<file path="config.mk">
export PLATFORM = sky130hd
export DESIGN_NAME = intr_test_afu
export DESIGN_NICKNAME = d
export VERILOG_FILES = /design/src/intr_test_pkg.sv /design/src/intr_test_afu.sv /design/src/intr_rsp_tracker.sv /design/src/intr_engine.sv /design/src/csr_mgr.sv
export SDC_FILE = /design/constraint.sdc
export NUM_CORES = 1
export LEC_CHECK = 0
export ABC_AREA = 1
export BUFFER_PORTS_ARGS = -buffer_cell sky130_fd_sc_hd__buf_2
export CAP_MARGIN = 20
export CORE_MARGIN = 5
export CORE_UTILIZATION = 25
export CTS_BUF_LIST = sky130_fd_sc_hd__clkbuf_8 sky130_fd_sc_hd__clkbuf_16
export DETAILED_ROUTE_END_ITERATION = 12
export PLACE_DENSITY = 0.52
export SYNTH_ARGS = -nofsm -noshare
export SYNTH_HDL_FRONTEND = slang
export SYNTH_SLANG_ARGS = --single-unit
</file>
<file path="constraint.sdc">
create_clock -name clk -period 1.2 [get_ports clk]
set_clock_uncertainty 0.05 [all_clocks]
set_input_delay 0.24 -clock clk [delete_from_list [all_inputs] [get_ports clk]]
set_output_delay 0.24 -clock clk [all_outputs]
set_load 0.02 [all_outputs]
</file>
<file path="src/intr_test_pkg.sv">
// Interrupt test engine
// Shared constants and types

package intr_test_pkg;

    // ==================================================================
    // Sizes
    // ==================================================================

    // Interrupt IDs handled by the engine
    localparam int NUM_INTR_IDS = 4;
    localparam int INTR_ID_W = 2;

    // Single engine reported in the configuration register
    localparam int NUM_ENGINES = 1;

    // Global register file
    localparam int NUM_CSRS = 16;
    localparam int CSR_IDX_W = 4;

    // Host write channel
    localparam int HOST_ADDR_W = 16;
    localparam int USER_W = 8;

    // ==================================================================
    // User bit layout on the host write channel
    // ==================================================================

    localparam int UFLAG_INTERRUPT = 0;
    localparam int UFLAG_FENCE = 1;
    // Interrupt ID rides above the flags
    localparam int UFLAG_ID_LSB = 2;

    // Test identifier returned by registers 0 and 1
    localparam logic [127:0] TEST_ID = 128'h4d3b_52e1_a07c_4f19_8b26_c1d5_7e90_3af4;

    // ==================================================================
    // Types
    // ==================================================================

    typedef logic [INTR_ID_W-1:0] intr_id_t;
    typedef logic [63:0] csr_data_t;

    // MMIO request from software
    typedef struct packed {
        logic                 write;
        logic                 read;
        logic [CSR_IDX_W-1:0] address;
        csr_data_t            writedata;
    } mmio_req_t;

    // Registered global register write
    typedef struct packed {
        logic                 req;
        logic [CSR_IDX_W-1:0] idx;
        csr_data_t            data;
    } csr_wr_t;

    // Host write request and response
    typedef struct packed {
        logic                   write;
        logic [HOST_ADDR_W-1:0] address;
        logic [USER_W-1:0]      user;
    } host_wr_req_t;

    typedef struct packed {
        logic              valid;
        logic [USER_W-1:0] user;
    } host_wr_rsp_t;

endpackage
</file>
<file path="src/intr_test_afu.sv">
// Interrupt test AFU top level

`timescale 1ns/1ps

module intr_test_afu
(
    input  logic                        clk,
    input  logic                        reset_n,

    // MMIO port
    input  intr_test_pkg::mmio_req_t    mmio,
    output logic                        mmio_readdatavalid,
    output intr_test_pkg::csr_data_t    mmio_readdata,

    // Host write channel
    output intr_test_pkg::host_wr_req_t host_wr,
    input  logic                        host_waitrequest,
    input  intr_test_pkg::host_wr_rsp_t host_rsp
);

    import intr_test_pkg::*;

    csr_wr_t   glob_wr;
    csr_data_t glob_rd_data [NUM_CSRS];

    // Status from the tracker
    logic [7:0]              num_rsp;
    logic [NUM_INTR_IDS-1:0] rsp_mask;
    logic                    rsp_error;

    // ==================================================================
    // Global register file
    // ==================================================================

    always_comb
    begin
        glob_rd_data[0] = TEST_ID[63:0];
        glob_rd_data[1] = TEST_ID[127:64];
        // Configuration: ID count and engine count
        glob_rd_data[2] = {48'd0, 8'(NUM_INTR_IDS), 8'(NUM_ENGINES)};
        // Status: error, answered mask, response count
        glob_rd_data[3] = {39'd0, rsp_error, 16'(rsp_mask), num_rsp};

        for (int i = 4; i < NUM_CSRS; i++)
        begin
            glob_rd_data[i] = '0;
        end
    end

    // ==================================================================
    // Blocks
    // ==================================================================

    csr_mgr i_csr_mgr (
        .clk                (clk),
        .reset_n            (reset_n),
        .mmio               (mmio),
        .glob_rd_data       (glob_rd_data),
        .mmio_readdatavalid (mmio_readdatavalid),
        .mmio_readdata      (mmio_readdata),
        .glob_wr            (glob_wr)
    );

    intr_engine i_intr_engine (
        .clk              (clk),
        .reset_n          (reset_n),
        .glob_wr          (glob_wr),
        .host_waitrequest (host_waitrequest),
        .host_wr          (host_wr)
    );

    intr_rsp_tracker i_intr_rsp_tracker (
        .clk       (clk),
        .reset_n   (reset_n),
        .glob_wr   (glob_wr),
        .host_rsp  (host_rsp),
        .num_rsp   (num_rsp),
        .rsp_mask  (rsp_mask),
        .rsp_error (rsp_error)
    );

endmodule

</file>
<file path="src/intr_rsp_tracker.sv">
// Interrupt response tracker

`timescale 1ns/1ps

module intr_rsp_tracker
(
    input  logic                                  clk,
    input  logic                                  reset_n,

    // Start command comes from a write to register 0
    input  intr_test_pkg::csr_wr_t                glob_wr,

    // Host write responses
    input  intr_test_pkg::host_wr_rsp_t           host_rsp,

    // Status for register 3
    output logic [7:0]                            num_rsp,
    output logic [intr_test_pkg::NUM_INTR_IDS-1:0] rsp_mask,
    output logic                                  rsp_error
);

    import intr_test_pkg::*;

    logic start_cmd;
    assign start_cmd = glob_wr.req && (glob_wr.idx == '0);

    // ID echoed in the response user field
    intr_id_t rsp_id;
    assign rsp_id = host_rsp.user[UFLAG_ID_LSB +: INTR_ID_W];

    // Good interrupt response
    logic rsp_intr;
    assign rsp_intr = host_rsp.valid && host_rsp.user[UFLAG_INTERRUPT];

    // Missing interrupt flag or unexpected fence
    logic rsp_bad;
    assign rsp_bad = host_rsp.valid &&
                     (!host_rsp.user[UFLAG_INTERRUPT] || host_rsp.user[UFLAG_FENCE]);

    // Start wins over a response in the same cycle
    always_ff @(posedge clk)
    begin
        if (!reset_n || start_cmd)
        begin
            num_rsp   <= '0;
            rsp_mask  <= '0;
            rsp_error <= 1'b0;
        end
        else
        begin
            if (rsp_intr)
            begin
                num_rsp          <= num_rsp + 1'b1;
                rsp_mask[rsp_id] <= 1'b1;
            end

            // Sticky until the next start
            if (rsp_bad)
            begin
                rsp_error <= 1'b1;
            end
        end
    end

endmodule

</file>
<file path="src/intr_engine.sv">
// Interrupt request issue loop

`timescale 1ns/1ps

module intr_engine
(
    input  logic                       clk,
    input  logic                       reset_n,

    // Global register writes, index 0 starts a run
    input  intr_test_pkg::csr_wr_t     glob_wr,

    // Host write channel
    input  logic                       host_waitrequest,
    output intr_test_pkg::host_wr_req_t host_wr
);

    import intr_test_pkg::*;

    // ==================================================================
    // Run control
    // ==================================================================

    logic     state_active;
    intr_id_t cur_id;
    intr_id_t max_id;

    // Start command
    logic start_cmd;
    assign start_cmd = glob_wr.req && (glob_wr.idx == '0);

    // Request accepted by the host this cycle
    logic req_accept;
    assign req_accept = state_active && !host_waitrequest;

    always_ff @(posedge clk)
    begin
        if (!reset_n)
        begin
            state_active <= 1'b0;
            cur_id       <= '0;
            max_id       <= '0;
        end
        else if (start_cmd)
        begin
            // Restart from ID 0 even in the middle of a run
            state_active <= 1'b1;
            cur_id       <= '0;
            max_id       <= glob_wr.data[INTR_ID_W-1:0];
        end
        else if (req_accept)
        begin
            // Last ID accepted ends the run
            state_active <= (cur_id != max_id);
            cur_id       <= cur_id + 1'b1;
        end
    end

    // ==================================================================
    // Request generation
    // ==================================================================

    // Request fields come straight from the registered state
    // Under waitrequest they hold because cur_id only moves on accept
    always_comb
    begin
        host_wr.write   = state_active;
        host_wr.address = HOST_ADDR_W'(cur_id);

        // Interrupt flag set, fence left clear
        host_wr.user                  = '0;
        host_wr.user[UFLAG_INTERRUPT] = 1'b1;

        // ID copy in user, echoed back with the response
        host_wr.user[UFLAG_ID_LSB +: INTR_ID_W] = cur_id;
    end

endmodule

</file>
<file path="src/csr_mgr.sv">
// MMIO register decoder

`timescale 1ns/1ps

module csr_mgr
(
    input  logic                    clk,
    input  logic                    reset_n,

    // MMIO request from software
    input  intr_test_pkg::mmio_req_t mmio,

    // Current value of every global register
    input  intr_test_pkg::csr_data_t glob_rd_data [intr_test_pkg::NUM_CSRS],

    // Read response
    output logic                    mmio_readdatavalid,
    output intr_test_pkg::csr_data_t mmio_readdata,

    // Write strobe to the engine blocks
    output intr_test_pkg::csr_wr_t  glob_wr
);

    import intr_test_pkg::*;

    // ==================================================================
    // Write path
    // ==================================================================

    // Every MMIO write becomes a one cycle pulse on glob_wr
    // Index and data follow the request with no qualification
    // Consumers only look at them while req is high
    always_ff @(posedge clk)
    begin
        if (!reset_n)
        begin
            glob_wr.req <= 1'b0;
        end
        else
        begin
            glob_wr.req <= mmio.write;
        end
    end

    // Payload of the write pulse
    always_ff @(posedge clk)
    begin
        glob_wr.idx  <= mmio.address;
        glob_wr.data <= mmio.writedata;
    end

    // ==================================================================
    // Read path
    // ==================================================================

    // Requests are never stalled
    // The valid bit is the read strobe delayed by one cycle
    always_ff @(posedge clk)
    begin
        if (!reset_n)
        begin
            mmio_readdatavalid <= 1'b0;
        end
        else
        begin
            mmio_readdatavalid <= mmio.read;
        end
    end

    // Word selected by the register index
    csr_data_t rd_sel;

    always_comb
    begin
        rd_sel = glob_rd_data[mmio.address];
    end

    // Capture the selected word on a read
    // Hold it otherwise so the bus stays quiet between reads
    always_ff @(posedge clk)
    begin
        if (mmio.read)
        begin
            mmio_readdata <= rd_sel;
        end
    end

endmodule

</file>
# Yosys cells after proc, flatten, opt, wreduce, memory -nomap -nowiden
# Index checks and enable logic that the tools add are counted.
totals:
  reg_bits: 90
  input_bits: 82
  output_inout_bits: 90
  word_cells: 40
op_classes:
  n_addsub: 2
  magnitude_cmp: 3
  eq_ne: 1
  n_mux: 7
  n_bitwise: 3
  n_reduce_logical: 13
op_table:
  columns: ["operator", "count"]
  rows:
  - ["binary-select mux 64 bit (select 4 bit)", 1]
  - ["2-to-1 mux 64 bit", 2]
  - ["adder 8 x 1 -> 8 bit (second input constant)", 1]
  - ["greater-or-equal comparator 5 bit (second input constant)", 1]
  - ["logical AND 1 bit", 5]
  - ["inverter 4 -> 5 bit", 1]
  - ["logical NOT 4 bit", 1]
  - ["bitwise OR 4 bit", 1]
  - ["logical NOT 1 bit", 3]
  - ["less-than comparator 2 x 3 -> 1 bit (second input constant)", 1]
  - ["2-to-1 mux 1 bit", 3]
  - ["adder 2 x 1 -> 2 bit (second input constant)", 1]
  - ["demux 1 bit (select 2 bit)", 1]
  - ["greater-or-equal comparator 2 x 1 -> 1 bit (second input constant)", 1]
  - ["logical OR 1 bit", 2]
  - ["inequality test 2 bit", 1]
  - ["nonzero test 2 bit", 1]
  - ["OR reduction 2 bit", 1]
  - ["inverter 1 bit", 1]

# Depth between registers and ports, before layout
depth:
  ltp_word: 5
  ltp_mapped: 7
  mapped_depth_nobuf: 7

# Cells and area by module
# Synthesis repeated with hierarchy kept, for this count alone.
hier_totals:
  hier_cells: 3375
  area_unflattened_um2: 17498.0
by_module_without_submodules:
  columns: ["module", "n_inst", "cells_per_inst", "area_per_inst_um2", "seq_area_each_um2"]
  rows:
  - ["csr_mgr", 1, 3233, 16475.8, 3323.2]
  - ["intr_rsp_tracker", 1, 84, 589.3, 260.2]
  - ["intr_engine", 1, 56, 425.4, 100.1]
  - ["intr_test_afu", 1, 2, 7.5, 0.0]

# Worst setup path after synthesis
# No wires, ideal clock.
synth_timing:
  kind: "reg2out"
  startpoint: "register i_csr_mgr.mmio_readdata[57] (netlist name)"
  endpoint: "output mmio_readdata[13]"
  arrival_ns: 0.866
  t_required_ns: 0.910
  path_slack_ns: 0.044
  stages_incl_launch_ff: 2
  path_buffers: 1
  cell_sequence: "edfxtp_1 buf_4"
synth_lines:
  columns: ["item", "line", "text"]
  rows:
  - ["end, declared", "intr_test_afu.sv:13", "output intr_test_pkg::csr_data_t mmio_readdata,"]

==> metrics <==
clk_lat worst skew=0.28 ns; Syn Area/Cell=8.93 µm²; # IOs=about 170; CTS tree=done; Horiz. Die Dim=103 µm; wire length per cell=10.4 µm; setup TNS=-3.43 ns; Critical path origin=i_csr_mgr.mmio_readdata[59]; Period minus WS final=1.31 ns; CTS H-tree depth=2; Hold Crit Class=in2reg; full die area=10600 µm²; Worst path max stage delay=0.42 ns; Yosys cell types=26; nets@finish=373; most frequent cells in the layout=51 x buf_2, 32 x conb_1, 27 x nand2_1, 23 x dfxtp_1, 22 x nor2_1; RSZ-0062 raised after global routing=true; Leakage=1.20 nW; Top Metal Used=met4; Total Routed Length=4150 µm; critical path peak fanout=5; Synth top area share=25.0%; endpoints failing setup=39; Max Fclk=0.766 GHz; crit-path cells=buf_6 -> buf_2; initial antenna violation count=0; YS warnings=0; pin count of the biggest net entering global routing=18; worst hold slack=0.0455 ns; WP buf/inv=2; met2 wire length=roughly 2000 µm; final slew viol count=0; top post-synthesis cells by area=buf_4 25%, dfxtp_1 24%, edfxtp_1 22%; DRT Pass-1 Iters=4; Metal-1 WL=1600 µm; Num CTS Buffers=5; met3 WL post-DR=464 µm; CP max stage cell=edfxtp_1; period utilisation layout=109%; via count=1484; area leader, netlist=buf_4; CP Capture Type=output pin; vias in the first global route=between 1000 and 1500; buffers added on ports=73; commonest non-fill, non-tap cell in the layout=buf_2; Area growth syn-to-layout=16.1%; # DRC=0; Placement Rows=34; Antenna Cells=0; Post-Syn Instances=242; Worst EP required=0.91 ns; failing checks=setup timing; vias per cell=3.72; worst-case vdd ir drop=419 µV; final worst slack=-0.106 ns; FF+latch count, synth=42; share of cells above drive strength 1=a little under two fifths; Max Cap Viol=0; DRT antenna net count=0; number of DRC markers in iteration 0=95; status=complete, but fails checks; hold_sp=mmio[66]; Seq/Total Area, Yosys=46.3%; FF-to-FF Start=i_intr_rsp_tracker.num_rsp[0]; TritonCTS Sinks=42; grt total ovfl=0; initial core utilization=25.3%; Clk pin slew, worst setup/hold paths=0.08 ns; Final HPWL DP=3270 µm; root buffer cell=clkbuf_8; total track usage=under 10%; gpl congestion=0.840; power per cell area=1190 nW/µm²; CP Class=reg2out; Critical Path AT=1.02 ns; overall die height=103 µm; pre-CTS WS=about 0.062 ns; Core ar.=8550 µm²; final hold violations=0; CP top delay family=flip-flops; Clock Tree Buf Depth=2; crit path launch type=flop; first-pass GRT wire length=6120 µm; Syn Std Cell Area=between 2000 and 2500 µm²
==> layer usage <==
metal	vias up	GRT usage [%]
met5	-	0
met4	0	3.59
met3	8	2.17
met2	68	12.7
met1	654	8.41
li1	754	-
==> worst paths after layout <==
kind	endpoint	slack (ns)	cells past startpoint
worst min-delay path	i_csr_mgr.glob_wr[66]	0.05	1
worst max-delay path	mmio_readdata[53]	-0.11	2
worst max register to register	i_intr_rsp_tracker.num_rsp[6]	0.08	6
worst min register to register	i_intr_engine.max_id[1]	0.42	2
==> synthesized netlist by cell type <==
| library cell | count |
|---|---|
| buf_4 | 72 |
| o21ai_0 | 3 |
| nand2_4 | 1 |
| nor3b_2 | 1 |
| inv_2 | 8 |
| nand3_2 | 1 |
| nand2_2 | 1 |
| edfxtp_1 | 16 |
| nor3_1 | 2 |
| conb_1 | 2 |
| nand3_1 | 7 |
| o22ai_1 | 1 |
| a31oi_1 | 4 |
| inv_1 | 19 |
| dfxtp_1 | 26 |
| nor2_8 | 1 |
| xor2_1 | 2 |
| nor3_2 | 1 |
| o21ai_1 | 2 |
| nand2_1 | 27 |
| nor2_2 | 3 |
| nor2_1 | 22 |
| a21oi_1 | 16 |
| nor2_4 | 1 |
| ha_1 | 1 |
| o21bai_1 | 2 |
==> cells by family after synthesis <==
logic type      count (synthesis)  synth area share (%)
fa+ha+maj                       1                 0.579
simple gates                   68                  15.2
buf+inv                        99                  29.7
compound gates                 28                  7.01
xor+xnor                        2                 0.811
other cells                     2                 0.348
flops                          42                  46.3
==> area by class of cell <==
type                    count  area, µm²
fillers                   913       6040
flip-flops and latches     42       1000
multi-input cells         131        631
repair buffers             83        554
well taps                 108        135
inverters                  27        101
clock buffers               5       68.8
clock inverters             3       13.8
==> through the flow <==
stage	utilization [%]	area [µm²]	total power, mW	cells
floorplan	-	2270	2.11	272
global placement	26.5	2260	2.10	385
detailed placement	26.5	2260	2.10	385
CTS	29.0	2480	3.03	399
global route	29.3	2510	3.13	399
finish	29.3	2510	3.00	399
==> flip-flops by register name (all words and copies together), names as in the netlist <==
register,count
i_intr_rsp_tracker.rsp_error,1
i_intr_rsp_tracker.num_rsp,8
i_csr_mgr.mmio_readdata,16
i_intr_engine.max_id,2
i_intr_engine.state_active,1
i_intr_engine.cur_id,2
i_csr_mgr.glob_wr,7
i_intr_rsp_tracker.rsp_mask,4
i_csr_mgr.mmio_readdatavalid,1
==> report_power, final <==
part | switching [mW] | internal (mW)
logic | 0.395 | 0.191
registers | 0.0201 | 1.54
clock network | 0.458 | 0.395
==> worst reg2reg max path, cell delays in order, from the launching register on <==
cell and delay (ns):
dfxtp_2 0.36, ha_1 0.17, nand2_1 0.07, inv_1 0.10
nand3_1 0.08, o21ai_1 0.14, nor2_1 0.05
==> timing repair <==
action / CTS / global route
resized for setup: 27 / 10
setup endpoints to repair: 39 / 43
hold buffers: 2 / 0
buffers inserted: 4 / 0
pin swaps: 0 / 0
endpoints found under the hold margin: 2 / 0
Power figures use the tool's default switching activity.
